===== src/verilog/ibuf_pkg.sv =====
`default_nettype none

package ibuf_pkg;

    //////////////////////////////////////////////////////////////////////
    // widths and limits
    //////////////////////////////////////////////////////////////////////
    localparam int IBUF_AW   = 9;              // 512 QW input buffer
    localparam int PTR_W     = IBUF_AW + 1;    // one extra wrap bit
    localparam int TAG_W     = 5;
    localparam int NUM_TAGS  = 1 << TAG_W;
    localparam int MAX_OS_RQ = 4;
    localparam int LEN_W     = 8;              // up to 128 QWs per request
    localparam int OS_W      = $clog2(MAX_OS_RQ + 1);
    localparam int FQ_W      = $clog2(MAX_OS_RQ) + 1;   // issue fifo ptr, with wrap

    localparam logic [OS_W-1:0] OS_LIMIT = OS_W'(MAX_OS_RQ);

    // tlp header codes
    localparam logic [6:0] FMT_CPLD  = 7'b10_01010;   // cpl with data, 3dw hdr
    localparam logic [2:0] STATUS_SC = 3'b000;

    typedef logic [TAG_W-1:0]   tag_t;
    typedef logic [LEN_W-1:0]   qw_len_t;
    typedef logic [PTR_W-1:0]   ptr_t;
    typedef logic [IBUF_AW-1:0] ibuf_addr_t;

    typedef enum logic [2:0] {
        RD_IDLE,
        RD_NEXT,
        RD_SIZE,
        RD_WAIT,
        RD_REQ,
        RD_DONE
    } rd_state_e;

    // max read request size, pcie devctl encoding
    typedef enum logic [2:0] {
        MRRS_128B = 3'd0,
        MRRS_256B = 3'd1,
        MRRS_512B = 3'd2,
        MRRS_1KB  = 3'd3,
        MRRS_2KB  = 3'd4,
        MRRS_4KB  = 3'd5
    } mrrs_e;

    //////////////////////////////////////////////////////////////////////
    // structs
    //////////////////////////////////////////////////////////////////////
    typedef struct packed {
        logic [63:0] data;
        logic        sof;
        logic        eof;
        logic        valid;
    } rx_beat_t;

    typedef struct packed {
        logic    valid;
        tag_t    tag;
        ptr_t    addr;     // reserved start in ibuf
        qw_len_t qw;
    } rd_issue_t;

    typedef struct packed {
        logic    valid;
        tag_t    tag;
        qw_len_t qw;       // dword length / 2
    } cpl_hdr_t;

    typedef struct packed {
        logic    valid;
        tag_t    tag;
        qw_len_t qw;
    } cpl_done_t;

    typedef struct packed {
        logic valid;
        tag_t tag;
    } tag_rel_t;

    // pcie payload is big endian per dword
    function automatic logic [31:0] dw_swap(input logic [31:0] dw);
        return {dw[7:0], dw[15:8], dw[23:16], dw[31:24]};
    endfunction

endpackage

`default_nettype wire


===== src/verilog/rd_req_ctrl.sv =====
`default_nettype none

module rd_req_ctrl (
    input  wire                          clk,
    input  wire                          rst,
    input  wire ibuf_pkg::mrrs_e         cfg_mrrs,
    input  wire [63:0]                   lbuf_addr,
    input  wire [31:0]                   lbuf_len,
    input  wire                          lbuf_en,
    output logic                         lbuf_dn,
    output logic [63:0]                  hst_addr,
    output logic                         rd,
    output ibuf_pkg::qw_len_t            rd_qw,
    input  wire                          rd_ack,
    input  wire ibuf_pkg::tag_t          rd_tag,
    input  wire                          retired,
    input  wire ibuf_pkg::ptr_t          committed_cons,
    output ibuf_pkg::rd_issue_t          issue
);

    ibuf_pkg::rd_state_e         state;
    logic [31:0]                 qw_left;
    ibuf_pkg::qw_len_t           mx_qw;
    ibuf_pkg::ptr_t              iprod;      // issued producer
    ibuf_pkg::ptr_t              fill;       // ibuf level once this request lands
    logic [ibuf_pkg::OS_W-1:0]   os_cnt;
    logic                        ack;

    assign ack  = rd & rd_ack;
    assign fill = iprod - committed_cons + ibuf_pkg::ptr_t'(rd_qw);

    assign issue = '{valid: ack, tag: rd_tag, addr: iprod, qw: rd_qw};

    // mrrs code to QWs
    always_comb begin
        case (cfg_mrrs)
            ibuf_pkg::MRRS_128B: mx_qw = ibuf_pkg::qw_len_t'(16);
            ibuf_pkg::MRRS_256B: mx_qw = ibuf_pkg::qw_len_t'(32);
            ibuf_pkg::MRRS_512B: mx_qw = ibuf_pkg::qw_len_t'(64);
            default:             mx_qw = ibuf_pkg::qw_len_t'(128);   // capped at 1KB
        endcase
    end

    //////////////////////////////////////////////////////////////////////
    // request fsm
    //////////////////////////////////////////////////////////////////////
    always_ff @(posedge clk) begin
        if (rst) begin
            state   <= ibuf_pkg::RD_IDLE;
            rd      <= 1'b0;
            lbuf_dn <= 1'b0;
            iprod   <= '0;
            os_cnt  <= '0;
        end else begin
            lbuf_dn <= 1'b0;

            if (ack && !retired) begin
                os_cnt <= os_cnt + 1'b1;
            end else if (!ack && retired) begin
                os_cnt <= os_cnt - 1'b1;
            end

            case (state)
                ibuf_pkg::RD_IDLE: begin
                    hst_addr <= lbuf_addr;
                    qw_left  <= lbuf_len;
                    if (lbuf_en) begin
                        state <= ibuf_pkg::RD_NEXT;
                    end
                end

                ibuf_pkg::RD_NEXT: begin
                    if (qw_left == 32'd0) begin
                        lbuf_dn <= 1'b1;              // whole buffer requested
                        state   <= ibuf_pkg::RD_DONE;
                    end else begin
                        state <= ibuf_pkg::RD_SIZE;
                    end
                end

                ibuf_pkg::RD_SIZE: begin
                    if (qw_left > 32'(mx_qw)) begin
                        rd_qw <= mx_qw;
                    end else begin
                        rd_qw <= qw_left[ibuf_pkg::LEN_W-1:0];   // tail piece
                    end
                    state <= ibuf_pkg::RD_WAIT;
                end

                ibuf_pkg::RD_WAIT: begin
                    // room for all data and a free request slot
                    if (os_cnt < ibuf_pkg::OS_LIMIT && !fill[ibuf_pkg::PTR_W-1]) begin
                        rd    <= 1'b1;
                        state <= ibuf_pkg::RD_REQ;
                    end
                end

                ibuf_pkg::RD_REQ: begin
                    if (rd_ack) begin
                        rd       <= 1'b0;
                        hst_addr <= hst_addr + 64'({rd_qw, 3'b000});
                        qw_left  <= qw_left - 32'(rd_qw);
                        iprod    <= iprod + ibuf_pkg::ptr_t'(rd_qw);
                        state    <= ibuf_pkg::RD_NEXT;
                    end
                end

                ibuf_pkg::RD_DONE: begin
                    if (!lbuf_en) begin
                        state <= ibuf_pkg::RD_IDLE;   // wait for enable to drop
                    end
                end

                default: begin
                    state <= ibuf_pkg::RD_IDLE;
                end
            endcase
        end
    end

endmodule

`default_nettype wire


===== src/verilog/cpl_filter.sv =====
`default_nettype none

module cpl_filter (
    input  wire                        clk,
    input  wire                        rst,
    input  wire ibuf_pkg::rx_beat_t    rx,
    input  wire ibuf_pkg::rd_issue_t   issue,
    input  wire ibuf_pkg::tag_rel_t    tag_free,
    output ibuf_pkg::cpl_hdr_t         hdr
);

    logic [ibuf_pkg::NUM_TAGS-1:0]  exp_tag;    // one bit per tag in flight
    logic                           hdr_ok;     // sof beat was a good cpld
    logic                           hdr_vld;
    ibuf_pkg::tag_t                 hdr_tag;
    ibuf_pkg::qw_len_t              len_qw;
    ibuf_pkg::qw_len_t              hdr_qw;

    assign hdr = '{valid: hdr_vld, tag: hdr_tag, qw: hdr_qw};

    //////////////////////////////////////////////////////////////////////
    // header decode
    //////////////////////////////////////////////////////////////////////
    always_ff @(posedge clk) begin
        if (rst) begin
            exp_tag <= '0;
            hdr_ok  <= 1'b0;
            hdr_vld <= 1'b0;
        end else begin
            hdr_vld <= 1'b0;
            if (issue.valid) begin
                exp_tag[issue.tag] <= 1'b1;
            end
            if (tag_free.valid) begin
                exp_tag[tag_free.tag] <= 1'b0;
            end

            if (rx.valid) begin
                if (rx.sof) begin
                    hdr_ok <= (rx.data[62:56] == ibuf_pkg::FMT_CPLD) &&
                              (rx.data[15:13] == ibuf_pkg::STATUS_SC);
                end else if (hdr_ok) begin
                    hdr_ok  <= 1'b0;
                    hdr_vld <= exp_tag[rx.data[40 +: ibuf_pkg::TAG_W]];   // stray tags dropped
                end
            end
        end
    end

    always_ff @(posedge clk) begin
        if (rx.valid && rx.sof) begin
            len_qw <= rx.data[33 +: ibuf_pkg::LEN_W];    // dword length, halved
        end
        hdr_tag <= rx.data[40 +: ibuf_pkg::TAG_W];
        hdr_qw  <= len_qw;
    end

endmodule

`default_nettype wire


===== src/verilog/cpl_writer.sv =====
`default_nettype none

module cpl_writer (
    input  wire                        clk,
    input  wire                        rst,
    input  wire ibuf_pkg::rx_beat_t    rx,
    input  wire ibuf_pkg::cpl_hdr_t    hdr,
    input  wire ibuf_pkg::rd_issue_t   issue,
    output logic                       wr_en,
    output ibuf_pkg::ibuf_addr_t       wr_addr,
    output logic [63:0]                wr_data,
    output ibuf_pkg::cpl_done_t        done
);

    logic [63:0]            beat_data;
    logic                   beat_eof;
    logic                   beat_vld;
    logic                   active;     // inside an accepted completion
    logic                   done_vld;
    ibuf_pkg::tag_t         cur_tag;
    ibuf_pkg::qw_len_t      cur_qw;
    ibuf_pkg::ibuf_addr_t   wptr;
    logic [31:0]            held_dw;    // low dword waiting for its pair
    ibuf_pkg::ibuf_addr_t   tag_ptr [ibuf_pkg::NUM_TAGS];

    assign done = '{valid: done_vld, tag: cur_tag, qw: cur_qw};

    //////////////////////////////////////////////////////////////////////
    // control
    //////////////////////////////////////////////////////////////////////
    always_ff @(posedge clk) begin
        if (rst) begin
            beat_vld <= 1'b0;
            active   <= 1'b0;
            wr_en    <= 1'b0;
            done_vld <= 1'b0;
        end else begin
            beat_vld <= rx.valid;
            wr_en    <= active & beat_vld;
            done_vld <= active & beat_vld & beat_eof;
            if (hdr.valid) begin
                active <= 1'b1;
            end else if (active && beat_vld && beat_eof) begin
                active <= 1'b0;
            end
        end
    end

    //////////////////////////////////////////////////////////////////////
    // datapath and per-tag write pointers
    //////////////////////////////////////////////////////////////////////
    always_ff @(posedge clk) begin
        beat_data <= rx.data;
        beat_eof  <= rx.eof;

        if (issue.valid) begin
            tag_ptr[issue.tag] <= issue.addr[ibuf_pkg::IBUF_AW-1:0];
        end

        if (hdr.valid) begin
            // beat 1 is in the stage now, its low half is payload dw0
            cur_tag <= hdr.tag;
            cur_qw  <= hdr.qw;
            wptr    <= tag_ptr[hdr.tag];
            held_dw <= beat_data[31:0];
        end else if (active && beat_vld) begin
            wr_addr <= wptr;
            wr_data <= {ibuf_pkg::dw_swap(beat_data[63:32]), ibuf_pkg::dw_swap(held_dw)};
            wptr    <= wptr + 1'b1;
            held_dw <= beat_data[31:0];
            if (beat_eof) begin
                tag_ptr[cur_tag] <= wptr + 1'b1;   // next cpl of this tag resumes here
            end
        end
    end

endmodule

`default_nettype wire


===== src/verilog/commit_tracker.sv =====
`default_nettype none

module commit_tracker (
    input  wire                        clk,
    input  wire                        rst,
    input  wire ibuf_pkg::rd_issue_t   issue,
    input  wire ibuf_pkg::cpl_done_t   done,
    output ibuf_pkg::tag_rel_t         tag_free,
    output logic                       retired,
    output ibuf_pkg::ptr_t             committed_prod
);

    ibuf_pkg::tag_t             fifo [ibuf_pkg::MAX_OS_RQ];   // tags in issue order
    logic [ibuf_pkg::FQ_W-1:0]  wr_ptr;
    logic [ibuf_pkg::FQ_W-1:0]  rd_ptr;
    ibuf_pkg::qw_len_t          req_qw [ibuf_pkg::NUM_TAGS];
    ibuf_pkg::qw_len_t          rcv_qw [ibuf_pkg::NUM_TAGS];
    ibuf_pkg::ptr_t             end_addr [ibuf_pkg::NUM_TAGS];
    ibuf_pkg::tag_t             head;
    ibuf_pkg::tag_t             free_tag;
    logic                       head_ok;

    assign head    = fifo[rd_ptr[ibuf_pkg::FQ_W-2:0]];
    assign head_ok = (wr_ptr != rd_ptr) && (rcv_qw[head] == req_qw[head]);

    assign tag_free = '{valid: retired, tag: free_tag};

    //////////////////////////////////////////////////////////////////////
    // in-order retire
    //////////////////////////////////////////////////////////////////////
    always_ff @(posedge clk) begin
        if (rst) begin
            wr_ptr         <= '0;
            rd_ptr         <= '0;
            retired        <= 1'b0;
            committed_prod <= '0;
        end else begin
            retired <= head_ok;
            if (issue.valid) begin
                wr_ptr <= wr_ptr + 1'b1;
            end
            if (head_ok) begin
                committed_prod <= end_addr[head];   // oldest request complete
                rd_ptr         <= rd_ptr + 1'b1;
            end
        end
    end

    // per-tag bookkeeping
    always_ff @(posedge clk) begin
        free_tag <= head;
        if (done.valid) begin
            rcv_qw[done.tag] <= rcv_qw[done.tag] + done.qw;
        end
        if (issue.valid) begin
            fifo[wr_ptr[ibuf_pkg::FQ_W-2:0]] <= issue.tag;
            req_qw[issue.tag]   <= issue.qw;
            rcv_qw[issue.tag]   <= '0;
            end_addr[issue.tag] <= issue.addr + ibuf_pkg::ptr_t'(issue.qw);
        end
    end

endmodule

`default_nettype wire


===== src/verilog/ibuf_mgmt.sv =====
`default_nettype none

module ibuf_mgmt (
    input  wire                        clk,
    input  wire                        rst,
    input  wire ibuf_pkg::rx_beat_t    rx,
    input  wire ibuf_pkg::mrrs_e       cfg_mrrs,
    input  wire [63:0]                 lbuf_addr,
    input  wire [31:0]                 lbuf_len,     // in QWs
    input  wire                        lbuf_en,
    output logic                       lbuf_dn,
    output logic [63:0]                hst_addr,
    output logic                       rd,
    output ibuf_pkg::qw_len_t          rd_qw,
    input  wire                        rd_ack,
    input  wire ibuf_pkg::tag_t        rd_tag,
    output logic                       wr_en,
    output ibuf_pkg::ibuf_addr_t       wr_addr,
    output logic [63:0]                wr_data,
    output ibuf_pkg::ptr_t             committed_prod,
    input  wire ibuf_pkg::ptr_t        committed_cons
);

    ibuf_pkg::rd_issue_t  issue;      // acked request
    ibuf_pkg::cpl_hdr_t   hdr;        // accepted completion
    ibuf_pkg::cpl_done_t  done;
    ibuf_pkg::tag_rel_t   tag_free;
    logic                 retired;

    //////////////////////////////////////////////////////////////////////
    // request side
    //////////////////////////////////////////////////////////////////////
    rd_req_ctrl u_rd_req_ctrl (
        .clk            (clk),
        .rst            (rst),
        .cfg_mrrs       (cfg_mrrs),
        .lbuf_addr      (lbuf_addr),
        .lbuf_len       (lbuf_len),
        .lbuf_en        (lbuf_en),
        .lbuf_dn        (lbuf_dn),
        .hst_addr       (hst_addr),
        .rd             (rd),
        .rd_qw          (rd_qw),
        .rd_ack         (rd_ack),
        .rd_tag         (rd_tag),
        .retired        (retired),
        .committed_cons (committed_cons),
        .issue          (issue)
    );

    //////////////////////////////////////////////////////////////////////
    // completion side
    //////////////////////////////////////////////////////////////////////
    cpl_filter u_cpl_filter (
        .clk      (clk),
        .rst      (rst),
        .rx       (rx),
        .issue    (issue),
        .tag_free (tag_free),
        .hdr      (hdr)
    );

    cpl_writer u_cpl_writer (
        .clk     (clk),
        .rst     (rst),
        .rx      (rx),
        .hdr     (hdr),
        .issue   (issue),
        .wr_en   (wr_en),
        .wr_addr (wr_addr),
        .wr_data (wr_data),
        .done    (done)
    );

    commit_tracker u_commit_tracker (
        .clk            (clk),
        .rst            (rst),
        .issue          (issue),
        .done           (done),
        .tag_free       (tag_free),
        .retired        (retired),
        .committed_prod (committed_prod)
    );

endmodule

`default_nettype wire


===== config.mk =====
export PLATFORM = sky130hd
export DESIGN_NAME = ibuf_mgmt
export DESIGN_NICKNAME = d
export VERILOG_FILES = /design/src/verilog/ibuf_pkg.sv /design/src/verilog/rd_req_ctrl.sv /design/src/verilog/cpl_filter.sv /design/src/verilog/cpl_writer.sv /design/src/verilog/commit_tracker.sv /design/src/verilog/ibuf_mgmt.sv
export SDC_FILE = /design/constraint.sdc
export NUM_CORES = 2
export LEC_CHECK = 0
export BUFFER_PORTS_ARGS = -buffer_cell sky130_fd_sc_hd__buf_4
export CAP_MARGIN = 20
export CELL_PAD_IN_SITES_DETAIL_PLACEMENT = 0
export CELL_PAD_IN_SITES_GLOBAL_PLACEMENT = 2
export CORE_MARGIN = 3
export CORE_UTILIZATION = 35
export CTS_CLUSTER_DIAMETER = 80
export DETAILED_ROUTE_END_ITERATION = 8
export PLACE_DENSITY_LB_ADDON = 0.1
export SKIP_CTS_REPAIR_TIMING = 1
export SLEW_MARGIN = 0
export SYNTH_ARGS = -nofsm -noshare
export SYNTH_HDL_FRONTEND = slang
export SYNTH_SLANG_ARGS = --single-unit

===== constraint.sdc =====
create_clock -name clk -period 20.1 [get_ports clk]
set_input_delay 2.01 -clock clk [delete_from_list [all_inputs] [get_ports clk]]
set_output_delay 2.01 -clock clk [all_outputs]
set_load 0.1 [all_outputs]

=== Word-level counts from Yosys, hierarchy flattened ===
Memory sizes are Yosys's and may differ from the RTL's. A register that Yosys moved wholly into a read port is not among the register bits.
Cells that the tools add are included.
Widths: inputs -> output; s select.

* Register bits after elaboration: 385
* Bits in writable memories: 1,140
* Bits of input ports: 185
* Output and inout port bits: 158
* Memories kept: 5

* $add $sub $neg: 11
* Order comparisons: 7
* Equal/unequal tests: 14
* Multiplexer cells: 45
* Bitwise gates (word level): 11
* Reductions and logical operators: 30

{| class="wikitable"
|+ Memory list
! memory !! words !! bits a word !! read ports !! clocked after memory_dff !! wr ports !! RTL line !! RTL
|-
| u_commit_tracker.end_addr || 32 || 10 || 1 || 1 || 1 || commit_tracker.sv:18 || <nowiki>ibuf_pkg::ptr_t end_addr [ibuf_pkg::NUM_TAGS];</nowiki>
|-
| u_cpl_writer.tag_ptr || 32 || 9 || 1 || 1 || 2 || cpl_writer.sv:24 || <nowiki>ibuf_pkg::ibuf_addr_t tag_ptr [ibuf_pkg::NUM_TAGS];</nowiki>
|-
| u_commit_tracker.rcv_qw || 32 || 8 || 2 || 1 || 2 || commit_tracker.sv:17 || <nowiki>ibuf_pkg::qw_len_t rcv_qw [ibuf_pkg::NUM_TAGS];</nowiki>
|-
| u_commit_tracker.req_qw || 32 || 8 || 1 || 0 || 1 || commit_tracker.sv:16 || <nowiki>ibuf_pkg::qw_len_t req_qw [ibuf_pkg::NUM_TAGS];</nowiki>
|-
| u_commit_tracker.fifo || 4 || 5 || 1 || 1 || 1 || commit_tracker.sv:13 || <nowiki>ibuf_pkg::tag_t fifo [ibuf_pkg::MAX_OS_RQ];</nowiki>
|}

{| class="wikitable"
|+ Operators with widths
! cell !! number
|-
| $mux 32 || 6
|-
| $pmux 64 s2 || 1
|-
| $add 64x11->64 || 1
|-
| $mux 64 || 1
|-
| $pmux 32 s2 || 1
|-
| $and 32x32->32 || 1
|-
| $gt 32x8->1 || 1
|-
| $logic_not 32->1 || 1
|-
| $not 32->32 || 1
|-
| $or 32x32->32 || 1
|-
| $sub 32x8->32 || 1
|-
| $pmux 8 s3 || 1
|-
| $mux 3 || 7
|-
| $add 10x8->10 || 2
|-
| $lt 5x6->1 const B || 3
|-
| $mux 9 || 2
|-
| $pmux 3 s6 || 1
|-
| $mux 1 || 17
|-
| $demux 1 s5 || 2
|-
| $ge 5x1->1 const B || 2
|-
| $logic_and 1x1->1 || 10
|-
| $reduce_bool 2->1 || 5
|-
| $sub 10x10->10 || 1
|-
| $add 3x1->3 const B || 3
|-
| other kinds (26) || 46
|}

=== Depth between registers and ports, before layout ===
* Depth after elaboration: 9
* Depth in mapped cells: 19
* Mapped depth without buffers: 15

=== Modules after synthesis ===
Synthesis repeated with hierarchy kept, for this count alone.

* Cells, all modules: 5,519
* Area, all modules: 68,655.8 sq um

{| class="wikitable"
|+ By module, submodules not included
! module !! times used !! cells an instance !! area an instance (sq um) !! sequential area each (sq um)
|-
| commit_tracker || 1 || 2,887 || 37,911.4 || 23,502.5
|-
| cpl_writer || 1 || 1,564 || 20,278.2 || 13,843.3
|-
| rd_req_ctrl || 1 || 879 || 8,315.5 || 3,483.3
|-
| cpl_filter || 1 || 189 || 2,150.8 || 1,181.1
|}

=== Worst setup path after synthesis ===
No wires, ideal clock.

* Path type: input to register
* Start: in rst
* End: reg u_rd_req_ctrl.hst_addr[10], enable pin
* Library setup time: 1,041 ps
* Data arrival time: 16,704 ps
* Slack: 2,356 ps
* Stages on the path: 2
* Cells stage by stage: clkbuf_1 a2111oi_0

* Longest elaborated chain between the ends: 2

{| class="wikitable"
|+ RTL lines
! what !! RTL line !! RTL
|-
| start: declaration || ibuf_mgmt.sv:5 || <nowiki>input wire rst,</nowiki>
|-
| $not 1->1 (no line) || - ||
|-
| $reduce_and 3->1 (no line) || - ||
|-
| end signal: assignment || rd_req_ctrl.sv:65 || <nowiki>hst_addr <= lbuf_addr;</nowiki>
|-
| end signal: assignment || rd_req_ctrl.sv:101 || <nowiki>hst_addr <= hst_addr + 64'({rd_qw, 3'b000});</nowiki>
|-
| end: declaration || rd_req_ctrl.sv:11 || <nowiki>output logic [63:0] hst_addr,</nowiki>
|}

No other way between the ends.
A chain may end at the register's enable or synchronous reset.

==> metrics <==
GR Overflow Total=0; Clk Latency, worst-skew pair=0.85 ns; register area=42040 sq um; Worst R2R Path Depth=13; vias in the first global route=43981; Sequential Power Share=49.2%; GRT Overall Usage=24.67%; Worst VDD drop=71.77 uV; Synth warnings=0; NetSw=1.651 mW; Root Buffer=clkbuf_16; R2R Setup Slk=14.61 ns; Die Width=443.7 microns; Syn Inst Count=5278; Tightest Hold Check Type=register to register; total number of vias=44569; post-route cell area=79040 sq um; crit share post-route=27.33%; syn_nets=5527; I/O pin count=343; Via density=5.361; core area=190200 sq um; Final nets=5896; area of the mapped netlist=67040 sq um; fill count=17777; Placed Area=73120 sq um; crit path max fanout=31; final slew viol count=0; max-cap viol count=0; Layout Area Growth over Synthesis=17.89%; wire per inst=29.62 microns; Fin. Hold Viols=0; first-pass GRT wire length=346.7 mm; DP HPWL=154.7 mm; Setup crit end kind=register; first-pass iteration count of the detailed router=6; Synth Flop Type=edfxtp_1; async set-or-reset flop fraction in the synthesized netlist=0%; WP data arrival=6.17 ns; Most Frequent Cell on Critical Path=o22ai_1; Num CTS Buffers=176; Net Sw Frac=23.39%; Worst EP required=20.77 ns; setup TNS=0 ns; Cell variety after synth=72; TritonCTS clock tree=built; GPL Wtd Cong=0.8542; Worst path slowest cell=nand2_1; Final Critical Period=5.494 ns; Power Internal=5.406 mW; final setup vio count=0; Logic pwr share=4.6%; 1st-iter DRT viols=4063; Sink Count=1537; critical path type=register to register; Initial Util=35.25%; #FFs+latches synth=1537; CTS H-tree lvls=4; post-route ant nets=0; Largest stage delay, worst path=0.73 ns; unrepaired setup endpoints after global routing=no; worst relative slew slack=18.92%; site row count=160; die area=196800 sq um; Clock Power Share=46.1%; layout cells sized above 1=19.90%; buffers added on ports=342; antenna violations before repair=13; sequential-to-total area share from yosys stat=62.67%; drt drc=0; Die H=443.7 microns; largest net degree at the start of global routing=96; EDFF count, synth=1123; maximum clock frequency=182.0 MHz; worst slew pin tran=1.212 ns; CP cell instances=mux2i_1, mux2_4, inv_4, buf_4, nand2_1, o22ai_1, o21ai_0, or3_1, o22ai_1, o21a_2, nand3_4, xor2_1, nor2_1; Reg clk slew, reported paths=0.06 ns; Pwr Density=89.29 nW/um^2; leakage dissipation=28.34 nW; Multi-input gate area=23770 sq um; Final Skew=0.04511 ns; Syn Area/Cell=12.70 sq um; status=complete, no violations; Total Routed Length=246.2 mm; Setup crit start kind=register; Clock Path Buffers=3
cell usage in the layout (no fill, tap or decap), drive strengths merged, types with 11 or more instances in the layout:
cell type and instances:
nand2 672, o21ai 225, mux2i 157, and2 14, xor2 123, xnor2 157
nor3 35, bufinv 11, a211oi 94, clkinv 49, nand4 24, nor2 666
a22oi 20, nand3 89, nand2b 11, and3 27, ha 52, buf 514
fa 12, a21oi 473, dfxtp 414, mux4 273, edfxtp 1123, clkbuf 257
inv 80, o22ai 42, o211ai 26, mux2 24
metal layers:
metal	up-vias	part of all wire, %	track usage (%)
li1	20105	-	-
met1	22726	44	33.67
met2	1407	48	40.52
met3	331	5.4	3.776
met4	0	3.1	7.706
met5	-	0	0
per-stage QoR:
| stage | total power [mW] | utilization [%] | hold WS [ns] | worst slack, ns | instances |
|---|---|---|---|---|---|
| final | 7.057 | 41.56 | 0.3395 | 14.61 | 8314 |
| after global routing | 7.287 | 41.56 | 0.3481 | 14.27 | 8312 |
| after CTS | 7.133 | 41.53 | 0.3394 | 14.63 | 8305 |
| after detailed placement | 3.871 | 38.45 | 0.3269 | 14.66 | 7976 |
| after global placement | 3.869 | 38.34 | 0.3266 | 14.70 | 7955 |
| after floorplan | 3.753 | - | 0.3233 | 2.356 | 5278 |
how the worst min path moves through the flow:
stage	slack (ns)	end	start	depth (start not counted)
finish	0.34	u_cpl_filter.hdr_qw[7]	u_cpl_filter.len_qw[7]	0
global placement	0.33	u_cpl_filter.hdr_qw[7]	u_cpl_filter.len_qw[7]	0
CTS	0.34	u_cpl_filter.hdr_qw[2]	u_cpl_filter.len_qw[2]	0
floorplan	0.32	u_cpl_filter.hdr_qw[0]	u_cpl_filter.len_qw[0]	0
detailed placement	0.33	u_cpl_filter.hdr_qw[2]	u_cpl_filter.len_qw[2]	0
global route	0.35	u_cpl_filter.hdr_qw[2]	u_cpl_filter.len_qw[2]	0
sequential cells by signal, summed over array words and instances, names as in the netlist, 5 cells and up, named ones only:
| name | flops |
|---|---|
| u_cpl_filter.hdr_qw | 8 |
| u_cpl_writer.wptr | 9 |
| u_cpl_filter.exp_tag | 32 |
| u_cpl_writer.beat_data | 60 |
| u_cpl_writer.held_dw | 32 |
| u_commit_tracker.req_qw | 256 |
| u_rd_req_ctrl.iprod | 10 |
| u_commit_tracker.committed_prod | 10 |
| u_rd_req_ctrl.qw_left | 32 |
| u_cpl_filter.len_qw | 8 |
| u_commit_tracker.free_tag | 5 |
| u_cpl_writer.wr_data | 64 |
| u_cpl_writer.cur_qw | 8 |
| u_commit_tracker.fifo | 20 |
| u_commit_tracker.rcv_qw | 256 |
| u_rd_req_ctrl.hst_addr | 64 |
| u_cpl_writer.cur_tag | 5 |
| u_commit_tracker.end_addr | 320 |
| u_cpl_writer.tag_ptr | 288 |
| u_rd_req_ctrl.rd_qw | 8 |
| u_cpl_writer.wr_addr | 9 |
area by class of cell:
cell class	count	share of cell area (%)
Multi-Input combinational cell	3345	30.08
Sequential cell	1537	53.19
Inverter	73	0.3689
Clock buffer	257	6.266
Antenna cell	5	0.01583
Tap cell	2511	3.975
Timing Repair Buffer	514	4.971
Clock inverter	72	1.140
power groups by stage:
stage	clock network [mW]	registers, mW	logic (mW)
floorplan	0	3.62	0.138
global placement	0	3.54	0.329
detailed placement	0	3.54	0.330
CTS	3.33	3.47	0.331
global route	3.46	3.48	0.352
finish	3.26	3.47	0.328
synth_stat cells (10+ instances only):
| library cell | count | area [sq um] |
|---|---|---|
| edfxtp_1 | 1123 | 33720 |
| nand2_1 | 672 | 2522 |
| nor2_1 | 666 | 2500 |
| a21oi_1 | 473 | 2367 |
| dfxtp_1 | 414 | 8288 |
| mux4_2 | 273 | 6148 |
| clkbuf_1 | 224 | 840.8 |
| o21ai_0 | 221 | 1106 |
| mux2i_1 | 157 | 1572 |
| xnor2_1 | 157 | 1375 |
| xor2_1 | 123 | 1077 |
| a211oi_1 | 94 | 705.7 |
| nand3_1 | 88 | 440.4 |
| inv_1 | 69 | 259.0 |
| ha_1 | 52 | 650.6 |
| o22ai_1 | 42 | 262.8 |
| nor3_1 | 34 | 170.2 |
| buf_4 | 32 | 240.2 |
| buf_1 | 30 | 112.6 |
| and3_1 | 27 | 168.9 |
| o211ai_1 | 26 | 195.2 |
| buf_2 | 24 | 120.1 |
| nand4_1 | 24 | 150.1 |
| mux2_2 | 23 | 259.0 |
| a22oi_1 | 20 | 150.1 |
| and2_1 | 14 | 87.58 |
| buf_6 | 12 | 135.1 |
| fa_1 | 12 | 240.2 |
| nand2b_1 | 11 | 68.82 |
| nand3b_1 | 10 | 75.07 |
| nor2b_1 | 10 | 62.56 |
logic make-up after synthesis:
group                      share of synthesized area [%]
and+or+nand+nor                                    10.04
adders and majority gates                          1.329
DFF                                                62.67
AOI/OAI and AO/OA                                  7.766
muxes                                              11.92
buffers and inverters                              2.615
xor gates and xnor gates                           3.658
worst max-delay path: cells and delay by family (launching register included):
kind                      cells  cell delay, ns
and+or+nand+nor               4            1.55
AOI/OAI and AO/OA             4            1.22
buffers and inverters         2            0.88
muxes                         2            0.67
DFF                           1            0.64
xor gates and xnor gates      1            0.29
No activity file was read; power rests on OpenSTA's default activity.
